**src/verilog/fe_pkg.sv**
```systemverilog
// shared widths, reset pc, branch bus and opcode class for the fetch front end
package fe_pkg;

  // datapath widths
  localparam int INST_WD      = 32;
  localparam int PC_WD        = 32;
  localparam int SRAM_DATA_WD = 64;
  localparam int SRAM_ADDR_WD = 29; // pc[31:3], one 64-bit word per address

  // first fetched address
  localparam logic [PC_WD-1:0] PC_RESETVAL = 32'h8000_0000;

  // sequential step of the fetch pc
  localparam logic [PC_WD-1:0] PC_STEP = 32'd4;

  // major opcodes, inst[6:0]
  localparam logic [6:0] OPC_JAL   = 7'b1101111;
  localparam logic [6:0] OPC_LOAD  = 7'b0000011;
  localparam logic [6:0] OPC_STORE = 7'b0100011;
  localparam logic [6:0] OPC_ALU   = 7'b0110011; // register-register
  localparam logic [6:0] OPC_ALUI  = 7'b0010011; // register-immediate

  // jump from decode back to the pc generator
  typedef struct packed {
    logic             br_sel;    // one-cycle jump pulse
    logic [PC_WD-1:0] br_target;
  } br_bus_t;

  // instruction class seen by the execute stage
  typedef enum logic [2:0] {
    OP_JAL,
    OP_LOAD,
    OP_STORE,
    OP_ALU,
    OP_OTHER
  } op_e;

endpackage

```
**src/verilog/fetch_if.sv**
```systemverilog
// fetch to decode link, valid/allowin strobes with instruction and pc
`timescale 1ns/10ps

interface fetch_if;

  logic                      valid;   // fetch holds an item
  logic                      allowin; // decode can take it this cycle
  logic [fe_pkg::INST_WD-1:0] inst;
  logic [fe_pkg::PC_WD-1:0]   pc;

  // fetch side
  modport producer (
    output valid,
    output inst,
    output pc,
    input  allowin
  );

  // decode side
  modport consumer (
    input  valid,
    input  inst,
    input  pc,
    output allowin
  );

endinterface

```
**src/verilog/fe_pc_gen.sv**
```systemverilog
// fetch pc register with redirect handling, issues the instruction sram read
`timescale 1ns/10ps

module fe_pc_gen (
  input  logic                           i_clk,
  input  logic                           i_rst,
  input  logic                           i_load,   // fetch stage takes a new item
  input  fe_pkg::br_bus_t                i_br_bus,
  output logic [fe_pkg::PC_WD-1:0]        o_pc,
  output logic                           o_inst_sram_ren,
  output logic [fe_pkg::SRAM_ADDR_WD-1:0] o_inst_sram_addr
);

  logic [fe_pkg::PC_WD-1:0] pc_q;
  logic                     pend_q;        // jump seen while fetch was stalled
  logic [fe_pkg::PC_WD-1:0] pend_target_q;
  logic                     redirect;
  logic [fe_pkg::PC_WD-1:0] redirect_target;
  logic [fe_pkg::PC_WD-1:0] nxt_pc;

  // a fresh pulse wins over an older pending one
  assign redirect        = i_br_bus.br_sel | pend_q;
  assign redirect_target = i_br_bus.br_sel ? i_br_bus.br_target : pend_target_q;
  assign nxt_pc          = redirect ? redirect_target : pc_q + fe_pkg::PC_STEP;

  // read goes out with the address the pc is about to take
  assign o_inst_sram_ren  = i_load;
  assign o_inst_sram_addr = nxt_pc[fe_pkg::PC_WD-1:3];
  assign o_pc             = pc_q;

  always_ff @(posedge i_clk) begin
    if (i_rst) begin
      pc_q   <= fe_pkg::PC_RESETVAL - fe_pkg::PC_STEP; // first load steps onto resetval
      pend_q <= 1'b0;
    end else if (i_load) begin
      pc_q   <= nxt_pc;
      pend_q <= 1'b0;
    end else if (i_br_bus.br_sel) begin
      pend_q <= 1'b1;
    end
  end

  // saved target, only meaningful while pend_q is set
  always_ff @(posedge i_clk) begin
    if (!i_load && i_br_bus.br_sel) begin
      pend_target_q <= i_br_bus.br_target;
    end
  end

endmodule

```
**src/verilog/fe_if_stage.sv**
```systemverilog
// fetch stage that holds the fetched item and picks its half of the 64-bit sram word
`timescale 1ns/10ps

module fe_if_stage (
  input  logic                           i_clk,
  input  logic                           i_rst,
  input  logic [fe_pkg::PC_WD-1:0]        i_pc,
  input  logic [fe_pkg::SRAM_DATA_WD-1:0] i_inst_sram_rdata,
  output logic                           o_load,
  fetch_if.producer                      fs
);

  logic                       to_fs_valid;
  logic                       fs_valid;
  logic                       fs_allowin;
  logic [fe_pkg::INST_WD-1:0] fs_inst;

  // nothing to fetch while the core is held in reset
  assign to_fs_valid = ~i_rst;

  // empty stage or the current item moves on to decode
  assign fs_allowin = ~fs_valid | fs.allowin;

  // new pc and sram read in the same cycle
  assign o_load = to_fs_valid & fs_allowin;

  always_ff @(posedge i_clk) begin
    if (i_rst) begin
      fs_valid <= 1'b0;
    end else if (o_load) begin
      fs_valid <= 1'b1; // data arrives with the pc one cycle after the load
    end
  end

  // sram word is 64-bit aligned
  // pc[2] set means the instruction sits in the upper half
  always_comb begin
    if (i_pc[2]) begin
      fs_inst = i_inst_sram_rdata[fe_pkg::SRAM_DATA_WD-1:fe_pkg::INST_WD];
    end else begin
      fs_inst = i_inst_sram_rdata[fe_pkg::INST_WD-1:0];
    end
  end

  assign fs.valid = fs_valid;
  assign fs.inst  = fs_inst;
  assign fs.pc    = i_pc; // pc register doubles as the stage pc

endmodule

```
**src/verilog/fe_id_stage.sv**
```systemverilog
// decode stage that classifies instructions, resolves jal and drops wrong-path fetches
`timescale 1ns/10ps

module fe_id_stage (
  input  logic                     i_clk,
  input  logic                     i_rst,
  fetch_if.consumer                fs,
  input  logic                     i_es_allowin,
  output fe_pkg::br_bus_t          o_br_bus,
  output logic                     o_ds_valid,
  output logic [fe_pkg::INST_WD-1:0] o_ds_inst,
  output logic [fe_pkg::PC_WD-1:0]   o_ds_pc,
  output fe_pkg::op_e              o_ds_op
);

  logic                       ds_valid;
  logic                       ds_allowin;
  logic [fe_pkg::INST_WD-1:0] ds_inst;
  logic [fe_pkg::PC_WD-1:0]   ds_pc;
  fe_pkg::op_e                ds_op;

  logic [fe_pkg::PC_WD-1:0]   exp_pc;   // pc of the next on-path instruction
  logic                       fs_go;    // fetch item transfers this cycle
  logic                       on_path;
  logic                       keep;
  fe_pkg::op_e                fs_op;
  logic [fe_pkg::PC_WD-1:0]   jal_imm;
  logic [fe_pkg::PC_WD-1:0]   nxt_exp_pc;

  logic                       br_sel_q;
  logic [fe_pkg::PC_WD-1:0]   br_target_q;

  assign ds_allowin  = ~ds_valid | i_es_allowin;
  assign fs.allowin  = ds_allowin;

  assign fs_go   = fs.valid & ds_allowin;
  assign on_path = (fs.pc == exp_pc);
  assign keep    = fs_go & on_path; // anything else was fetched past a jump

  // opcode class
  always_comb begin
    case (fs.inst[6:0])
      fe_pkg::OPC_JAL:   fs_op = fe_pkg::OP_JAL;
      fe_pkg::OPC_LOAD:  fs_op = fe_pkg::OP_LOAD;
      fe_pkg::OPC_STORE: fs_op = fe_pkg::OP_STORE;
      fe_pkg::OPC_ALU,
      fe_pkg::OPC_ALUI:  fs_op = fe_pkg::OP_ALU;
      default:           fs_op = fe_pkg::OP_OTHER;
    endcase
  end

  // j-type immediate from imm[20|10:1|11|19:12]
  assign jal_imm = {{12{fs.inst[31]}}, fs.inst[19:12], fs.inst[20], fs.inst[30:21], 1'b0};

  always_comb begin
    if (fs_op == fe_pkg::OP_JAL) begin
      nxt_exp_pc = fs.pc + jal_imm;
    end else begin
      nxt_exp_pc = fs.pc + fe_pkg::PC_STEP;
    end
  end

  // control state
  always_ff @(posedge i_clk) begin
    if (i_rst) begin
      ds_valid <= 1'b0;
      exp_pc   <= fe_pkg::PC_RESETVAL;
      br_sel_q <= 1'b0;
    end else begin
      if (ds_allowin) begin
        ds_valid <= fs.valid & on_path; // wrong-path item leaves ds empty
      end
      if (keep) begin
        exp_pc <= nxt_exp_pc;
      end
      br_sel_q <= keep & (fs_op == fe_pkg::OP_JAL); // single-cycle pulse
    end
  end

  // payload loaded only by an on-path transfer
  always_ff @(posedge i_clk) begin
    if (keep) begin
      ds_inst     <= fs.inst;
      ds_pc       <= fs.pc;
      ds_op       <= fs_op;
      br_target_q <= nxt_exp_pc;
    end
  end

  assign o_br_bus.br_sel    = br_sel_q;
  assign o_br_bus.br_target = br_target_q;

  assign o_ds_valid = ds_valid;
  assign o_ds_inst  = ds_inst;
  assign o_ds_pc    = ds_pc;
  assign o_ds_op    = ds_op;

endmodule

```
**src/verilog/fe_top.sv**
```systemverilog
// fetch front end top, pc generator, fetch and decode stages around an external inst sram
`timescale 1ns/10ps

module fe_top (
  input  logic                           i_clk,
  input  logic                           i_rst,
  input  logic                           i_es_allowin,
  // inst sram interface
  input  logic [fe_pkg::SRAM_DATA_WD-1:0] i_inst_sram_rdata,
  output logic                           o_inst_sram_ren,
  output logic [fe_pkg::SRAM_ADDR_WD-1:0] o_inst_sram_addr,
  // to execute stage
  output logic                           o_ds_valid,
  output logic [fe_pkg::INST_WD-1:0]      o_ds_inst,
  output logic [fe_pkg::PC_WD-1:0]        o_ds_pc,
  output fe_pkg::op_e                    o_ds_op
);

  logic                     load;
  logic [fe_pkg::PC_WD-1:0] fs_pc;
  fe_pkg::br_bus_t          br_bus;

  fetch_if fs_ds ();

  fe_pc_gen u_pc_gen (
    .i_clk            (i_clk),
    .i_rst            (i_rst),
    .i_load           (load),
    .i_br_bus         (br_bus),   // jal resolved in decode
    .o_pc             (fs_pc),
    .o_inst_sram_ren  (o_inst_sram_ren),
    .o_inst_sram_addr (o_inst_sram_addr)
  );

  fe_if_stage u_if_stage (
    .i_clk             (i_clk),
    .i_rst             (i_rst),
    .i_pc              (fs_pc),
    .i_inst_sram_rdata (i_inst_sram_rdata),
    .o_load            (load),
    .fs                (fs_ds.producer)
  );

  fe_id_stage u_id_stage (
    .i_clk        (i_clk),
    .i_rst        (i_rst),
    .fs           (fs_ds.consumer),
    .i_es_allowin (i_es_allowin),
    .o_br_bus     (br_bus),
    .o_ds_valid   (o_ds_valid),
    .o_ds_inst    (o_ds_inst),
    .o_ds_pc      (o_ds_pc),
    .o_ds_op      (o_ds_op)
  );

endmodule

```
**config.mk**
```make
export PLATFORM = sky130hd
export DESIGN_NAME = fe_top
export DESIGN_NICKNAME = d
export VERILOG_FILES = /design/src/verilog/fe_pkg.sv /design/src/verilog/fetch_if.sv /design/src/verilog/fe_pc_gen.sv /design/src/verilog/fe_if_stage.sv /design/src/verilog/fe_id_stage.sv /design/src/verilog/fe_top.sv
export SDC_FILE = /design/constraint.sdc
export NUM_CORES = 1
export LEC_CHECK = 0
export BUFFER_PORTS_ARGS = -buffer_cell sky130_fd_sc_hd__buf_2
export CELL_PAD_IN_SITES_DETAIL_PLACEMENT = 0
export CELL_PAD_IN_SITES_GLOBAL_PLACEMENT = 1
export CORE_MARGIN = 2
export CORE_UTILIZATION = 41
export CTS_CLUSTER_SIZE = 28
export DETAILED_ROUTE_END_ITERATION = 6
export GPL_ROUTABILITY_DRIVEN = 0
export PLACE_DENSITY_LB_ADDON = 0.2
export RECOVER_POWER = 50
export SYNTH_ARGS = -nofsm -noshare
export SYNTH_HDL_FRONTEND = slang
export SYNTH_SLANG_ARGS = --single-unit
```
**constraint.sdc**
```tcl
create_clock -name i_clk -period 6.68 [get_ports i_clk]
set_input_delay 0.334 -clock i_clk [delete_from_list [all_inputs] [get_ports i_clk]]
set_output_delay 0.334 -clock i_clk [all_outputs]
set_load 0.005 [all_outputs]
```
==> results of run 1 <==
how the worst min path moves through the flow:
stage / start / endpoint / slack (ns) / cells after the start
floorplan: u_pc_gen.o_pc[31] / u_id_stage.o_ds_pc[31] / 0.41 / 0
CTS: i_inst_sram_rdata[32] / u_id_stage.o_ds_inst[0] / 0.17 / 2
detailed placement: u_id_stage.br_target_q[1] / u_pc_gen.pend_target_q[1] / 0.43 / 0
global placement: u_id_stage.br_target_q[30] / u_pc_gen.pend_target_q[30] / 0.43 / 0
global route: i_inst_sram_rdata[42] / u_id_stage.o_ds_inst[10] / 0.18 / 2
finish: i_inst_sram_rdata[32] / u_id_stage.o_ds_inst[0] / 0.18 / 2
routing by layer:
metal	track usage	up-vias	wire length [um]
li1	-	3721	-
met1	0.297	3672	13200
met2	0.348	242	13000
met3	0.0317	24	1530
met4	0.0487	0	275
met5	0	-	0
synth_stat cells, types with 12 or more instances:
library cell and instances:
edfxtp_1 130, nor2_1 75, nand2_1 73, dfxtp_1 68, a21oi_1 52, mux2i_1 52
xor2_1 46, o21ai_0 39, xnor2_1 37, ha_1 31, buf_4 30, clkbuf_1 30
o22a_1 28, mux2_2 26, inv_1 21, a21o_1 20, nor3_1 18, nand3_1 16
nor4_1 16, and3_1 14, nand4_1 12
logic make-up after synthesis:
| kind of cell | synth area share |
|---|---|
| XOR/XNOR | 0.0701 |
| AND/OR/NAND/NOR | 0.121 |
| adder cells (fa/ha/maj) | 0.0393 |
| buffers and inverters | 0.0477 |
| flip-flops | 0.508 |
| multiplexers | 0.0799 |
| AO/OA/AOI/OAI | 0.134 |
power breakdown:
| group | internal [W] | switching (W) |
|---|---|---|
| clock | 0.000647 | 0.000528 |
| combinational | 0.000709 | 0.000964 |
| sequential | 0.00142 | 0.000179 |
| total | 0.00278 | 0.00167 |
critical path, delay by kind of cell:
kind | cells | cell delay (ns)
and+or+nand+nor | 1 | 0.22
buffers and inverters | 5 | 4.48
registers in the layout (all words and copies together), names as in the netlist:
register,count
u_id_stage.br_sel_q,1
u_id_stage.br_target_q,32
u_id_stage.exp_pc,32
u_id_stage.o_ds_inst,32
u_id_stage.o_ds_op,3
u_id_stage.o_ds_pc,31
u_id_stage.o_ds_valid,1
u_if_stage.fs.valid,1
u_pc_gen.o_pc,32
u_pc_gen.pend_q,1
u_pc_gen.pend_target_q,32
layout make-up:
type / instances / area share
clock buffer: 17 / 0.0358
clock inverter: 15 / 0.0195
inverter: 23 / 0.00726
multi-input combinational: 658 / 0.388
sequential: 198 / 0.443
tap: 330 / 0.0347
timing repair buffer: 173 / 0.0718
metrics by stage:
step           utilization  hold slack (ns)  total power, W
2_1_floorplan            -            0.406         0.00292
3_3_place_gp         0.451            0.428         0.00329
3_5_place_dp         0.451            0.430         0.00328
4_1_cts              0.477            0.172         0.00446
5_1_grt              0.475            0.175         0.00470
6_report             0.475            0.183         0.00445
==> results.md, run 1 <==
- DPL Wire Length: 18.8 mm
- CP Launch Type: primary input
- CTS Buf Count: 17
- Max Fclk: 185 MHz
- Main synth FF type: edfxtp_1
- FP Rows: 58
- Post-synth EDFFs: 130
- Core ar.: 25000 um2
- Crit path from: i_rst
- Post-synth top area cell: edfxtp_1
- Crit Path Max Fanout: 34
- DR WL/cell: 19.8 um
- Most frequent cells in the layout: 143 x buf_2, 130 x edfxtp_1, 74 x nor2_1, 72 x nand2_1, 67 x dfxtp_1
- Post-synthesis cell count: 954
- I/O Buffers: 164
- Ys async rst share: 0
- Initial Util: 0.414
- Largest net degree at the start of global routing: 66
- Die width: 163 um
- RSZ-0062 raised after global routing: false
- Dpl ws: 2.39 ns
- PD cells: 374 nW/um2
- Cell mode on critical path: clkbuf_1
- Root buffer cell: clkbuf_16
- Post-synthesis sequential area ratio: 0.508
- N_diodes: 0
- Setup ws final: 1.28 ns
- First-pass GRT wire length: 42.9 mm
- Sequential Area: 5270 um2
- Layout cells sized above 1: 0.193
- Clk_skew: 0.0107 ns
- Final period util: 0.808
- Num ports: 165
- Number of synthesized register bits: 198
- Clk Latency, worst-skew pair: 0.44 ns
- Setup TNS: 0 ns
- Hold buffers post-CTS: 0
- Slowest cell on the critical path: clkbuf_1
- Vias: 7659
- Total placed cells including tap cells: 1382
- Failing checks: max-capacitance violations, max-slew violations
- Avg Vias per Cell: 5.42
- Post-CTS Setup Bufs: 0
- Final count of hold timing violations: 0
- Synth top area share: 0.376
- Antenna viol nets, final: 0
- WS Path Type: in2out
- Post-Layout Cell Count: 1414
- Bufs on Longest Clock Path: 2
- R2r endpoint: u_id_stage.exp_pc[31]
- Max Slew Vio Count: 127
- Unique cell type count in the Yosys netlist: 65
- Slew HR: -0.364
- CTS clk-pin slew, worst paths: 0.07 ns
- Placement Cell Area: 11300 um2
- Leakage power: 4.56 nW
- Pre-antenna DRT Iters: 5
- CTS H-tree depth: 4
- Die height: 163 um
- Vias in the first global route: 7307
- Required time of the critical path: 6.35 ns
- Post-synth net total: 1053
- CTS-repair resized insts: 0
- Main area contributors after synthesis: edfxtp_1 38%, dfxtp_1 13%, mux2i_1 5.0%
- R2r setup slk: 1.73 ns
- Worst-path cell chain: clkbuf_1, clkinv_1, nand2_2, clkbuf_1, inv_1, buf_2
- CP peak stage delay: 1.46 ns
- Worst Tran Pin Value: 2.05 ns
- Max Cap Viol: 4
- Worst hold path type: in2reg
- Synth Cell Area: 10400 um2
- Synth Area per Inst: 10.9 um2
- Initial antenna violation count: 0
- Worst R2R Start: u_pc_gen.o_pc[2]
- Final setup fails: 0
- Peak supply drop: 0.000139 V
- Area grow syn2layout: 14.7%
- TritonCTS clock tree: yes
- Routed WL: 28.0 mm
- Multi-input gate area in the final layout: 4620 um2
- Nets: 1170
- Die area: 26600 um2
- DRC: 0
- Crit end category: output port
- End point of the critical path: o_inst_sram_ren
- Commonest non-fill, non-tap cell in the layout: buf_2
- Final min period: 5.40 ns
- Initial DRC count: 504
- FILL cells: 2405
- Grt ovf: 0
- Synth warnings: 0
- Status: finished, violations left
- Fin area: 11900 um2
- Arrival @ worst endpoint: 5.07 ns
- Worst R2R Path Depth: 12
- Total track usage: 0.212
- Num Clock Sinks: 198
No activity file was read; power rests on OpenSTA's default activity.
==> run 2: changes to the inputs <==
--- a/config.mk
+++ b/config.mk
@@ -5,11 +5,12 @@
 export SDC_FILE = /design/constraint.sdc
 export NUM_CORES = 1
 export LEC_CHECK = 0
+export ABC_AREA = 1
 export BUFFER_PORTS_ARGS = -buffer_cell sky130_fd_sc_hd__buf_2
 export CELL_PAD_IN_SITES_DETAIL_PLACEMENT = 0
 export CELL_PAD_IN_SITES_GLOBAL_PLACEMENT = 1
 export CORE_MARGIN = 2
-export CORE_UTILIZATION = 41
+export CORE_UTILIZATION = 43
 export CTS_CLUSTER_SIZE = 28
 export DETAILED_ROUTE_END_ITERATION = 6
 export GPL_ROUTABILITY_DRIVEN = 0
==> constraint.sdc (replaced) <==
create_clock -name i_clk -period 5.3 [get_ports i_clk]
set_input_delay 0.265 -clock i_clk [delete_from_list [all_inputs] [get_ports i_clk]]
set_output_delay 0.265 -clock i_clk [all_outputs]
set_load 0.005 [all_outputs]
==> results.md, run 2 <==
- CTS-repair resized insts: 0
- Failing checks: max-capacitance violations, max-slew violations
- Synth Cell Area: 11900 um2
- Status: finished, violations left
- Worst R2R Path Depth: 17
- Initial Util: 0.440
- CTS H-tree depth: 4
- Final setup fails: 0
- Post-synth net total: 1701
- WS Path Type: reg2out
- Crit end category: output port
- I/O Buffers: 164
- Grt ovf: 0
- Fin area: 13300 um2
- Required time of the critical path: 5.04 ns
- Clk Latency, worst-skew pair: 0.44 ns
- Worst hold path type: in2reg
- Initial antenna violation count: 0
- N_diodes: 0
- TritonCTS clock tree: yes
- Max Fclk: 233 MHz
- Crit Path Max Fanout: 32
- CTS clk-pin slew, worst paths: 0.08 ns
- Hold buffers post-CTS: 0
- Slew HR: -1.01
- Main area contributors after synthesis: edfxtp_1 33%, nand2_1 18%, dfxtp_1 11%
- Synth top area share: 0.328
- Top cells by count, synth: 557 x nand2_1, 234 x inv_1, 143 x nor2_1
- Slowest cell on the critical path: nor2_1
- Antenna viol nets, final: 0
- Largest net degree at the start of global routing: 62
- RSZ-0062 raised after global routing: false
- Crit path max-delay family: simple AND/OR/NAND/NOR gates
- Commonest non-fill, non-tap cell in the layout: nand2_1
- Routed WL: 39.0 mm
- Number of synthesized register bits: 198
- Multi-input gate area in the final layout: 5290 um2
- Most frequent cells in the layout: 557 x nand2_1, 234 x inv_1, 143 x nor2_1, 130 x edfxtp_1, 117 x buf_2
- Placement Cell Area: 12900 um2
- Grt met3 use: 0.0421
- Area grow syn2layout: 11.9%
- CTS Buf Count: 17
- CP Launch Type: register
- Max Cap Viol: 4
- Initial DRC count: 932
- FILL cells: 2788
- Pre-antenna DRT Iters: 6
- Die height: 170 um
- CP Depth: 5
- Max Slew Vio Count: 89
- Avg Vias per Cell: 5.11
- Post-synthesis cell count: 1602
- CP peak stage delay: 2.24 ns
- Core ar.: 27100 um2
- Bufs on Longest Clock Path: 2
- Num ports: 165
- First-pass GRT wire length: 59.1 mm
- Post-synth EDFFs: 130
- Leakage power: 6.26 nW
- Sequential Area: 5270 um2
- Root buffer cell: clkbuf_16
- Worst-path cell chain: buf_4, nor2_1, a22oi_1, nand2_1, buf_2
- Die width: 170 um
- Arrival @ worst endpoint: 4.02 ns
- Crit path buf inv count: 2
- Met2 Resource Use GR: 0.447
- Synth warnings: 0
- Nets: 1824
- DPL Wire Length: 29.2 mm
- Final min period: 4.28 ns
- Most numerous cell in the Yosys netlist: nand2_1
- Met1 Use GR: 0.365
- Post-CTS Setup Bufs: 0
- Vias: 10775
- Final period util: 0.808
- Setup TNS: 0 ns
- PD cells: 452 nW/um2
- Num Clock Sinks: 198
- Ys async rst share: 0
- Main synth FF type: edfxtp_1
- Unique cell type count in the Yosys netlist: 45
- Synth Area per Inst: 7.44 um2
- Layout cells sized above 1: 0.111
- Post-synthesis sequential area ratio: 0.442
- FP Rows: 60
- Vias in the first global route: 10228
- Top Usage Layer GRT: met2
- DR WL/cell: 18.5 um
- Clk_skew: 0.0130 ns
- Worst Tran Pin Value: 3.01 ns
- Final count of hold timing violations: 0
- Die area: 29100 um2
- Min-Delay Path Depth: 3
- Post-synth top area cell: edfxtp_1
- DRC: 0
- Peak supply drop: 0.000246 V
- Total track usage: 0.273
-- run 2: cell types whose count changed in the layout (fill, tap and decap cells not counted), moves of 27 or more --
cell	change
clkbuf_1	+27
xnor2_1	-27
inv_1	+213
nand2_1	+485
o22a_1	-28
nand3_1	+73
nor2_1	+69
a22oi_1	+27
mux2i_1	-52
-- run 2: power breakdown --
group	switching (W)	internal [W]
Clock	0.000674	0.000677
Combinational	0.00180	0.000845
Sequential	0.000258	0.00177
-- run 2: kinds of logic after synthesis --
group | count (synthesis) | share of synthesized area
AO/OA/AOI/OAI | 146 | 0.0735
flip-flops | 198 | 0.442
buffers and inverters | 311 | 0.114
adder cells (fa/ha/maj) | 32 | 0.0342
AND/OR/NAND/NOR | 873 | 0.305
XOR/XNOR | 42 | 0.0315
-- run 2: final timing paths --
| check | from | end | slack, ns |
|---|---|---|---|
| worst max-delay path | u_id_stage.br_sel_q | o_inst_sram_addr[16] | 1.02 |
| worst min-delay path | i_inst_sram_rdata[10] | u_id_stage.o_ds_inst[10] | 0.08 |
| worst min register to register | u_id_stage.br_target_q[19] | u_pc_gen.pend_target_q[19] | 0.45 |
| worst max register to register | u_pc_gen.o_pc[2] | u_id_stage.br_target_q[21] | 1.35 |
-- run 2: cell type report --
class,instances,share of cell area
flip-flops and latches,198,0.395
well taps,372,0.0349
multi-input cells,1093,0.396
repair buffers,173,0.0616
clock inverters,14,0.0118
clock buffers,18,0.0322
inverters,242,0.0682
-- run 2: metrics by stage --
step                      instances   util  hold slack (ns)  power [W]  worst slack (ns)
final                          2110  0.492           0.0777    0.00602              1.02
after global routing           2110  0.492           0.0814    0.00643             0.866
after CTS                      2110  0.496           0.0679    0.00601              2.02
after detailed placement       2078  0.474            0.438    0.00466              2.07
after global placement         2078  0.474            0.429    0.00465              2.10
after floorplan                1602      -            0.424    0.00391              2.48
-- run 2: routing by layer --
| layer | wire, um | vias up | part of all wire |
|---|---|---|---|
| li1 | - | 5344 | - |
| met1 | 17400 | 4951 | 0.44 |
| met2 | 17800 | 423 | 0.46 |
| met3 | 2570 | 57 | 0.066 |
| met4 | 1310 | 0 | 0.034 |
| met5 | 0 | - | 0 |
-- run 2: tightest hold or removal path: stages --
cell and delay [ns]:
buf_2 0.07, nand2_1 0.04, nand2_1 0.04
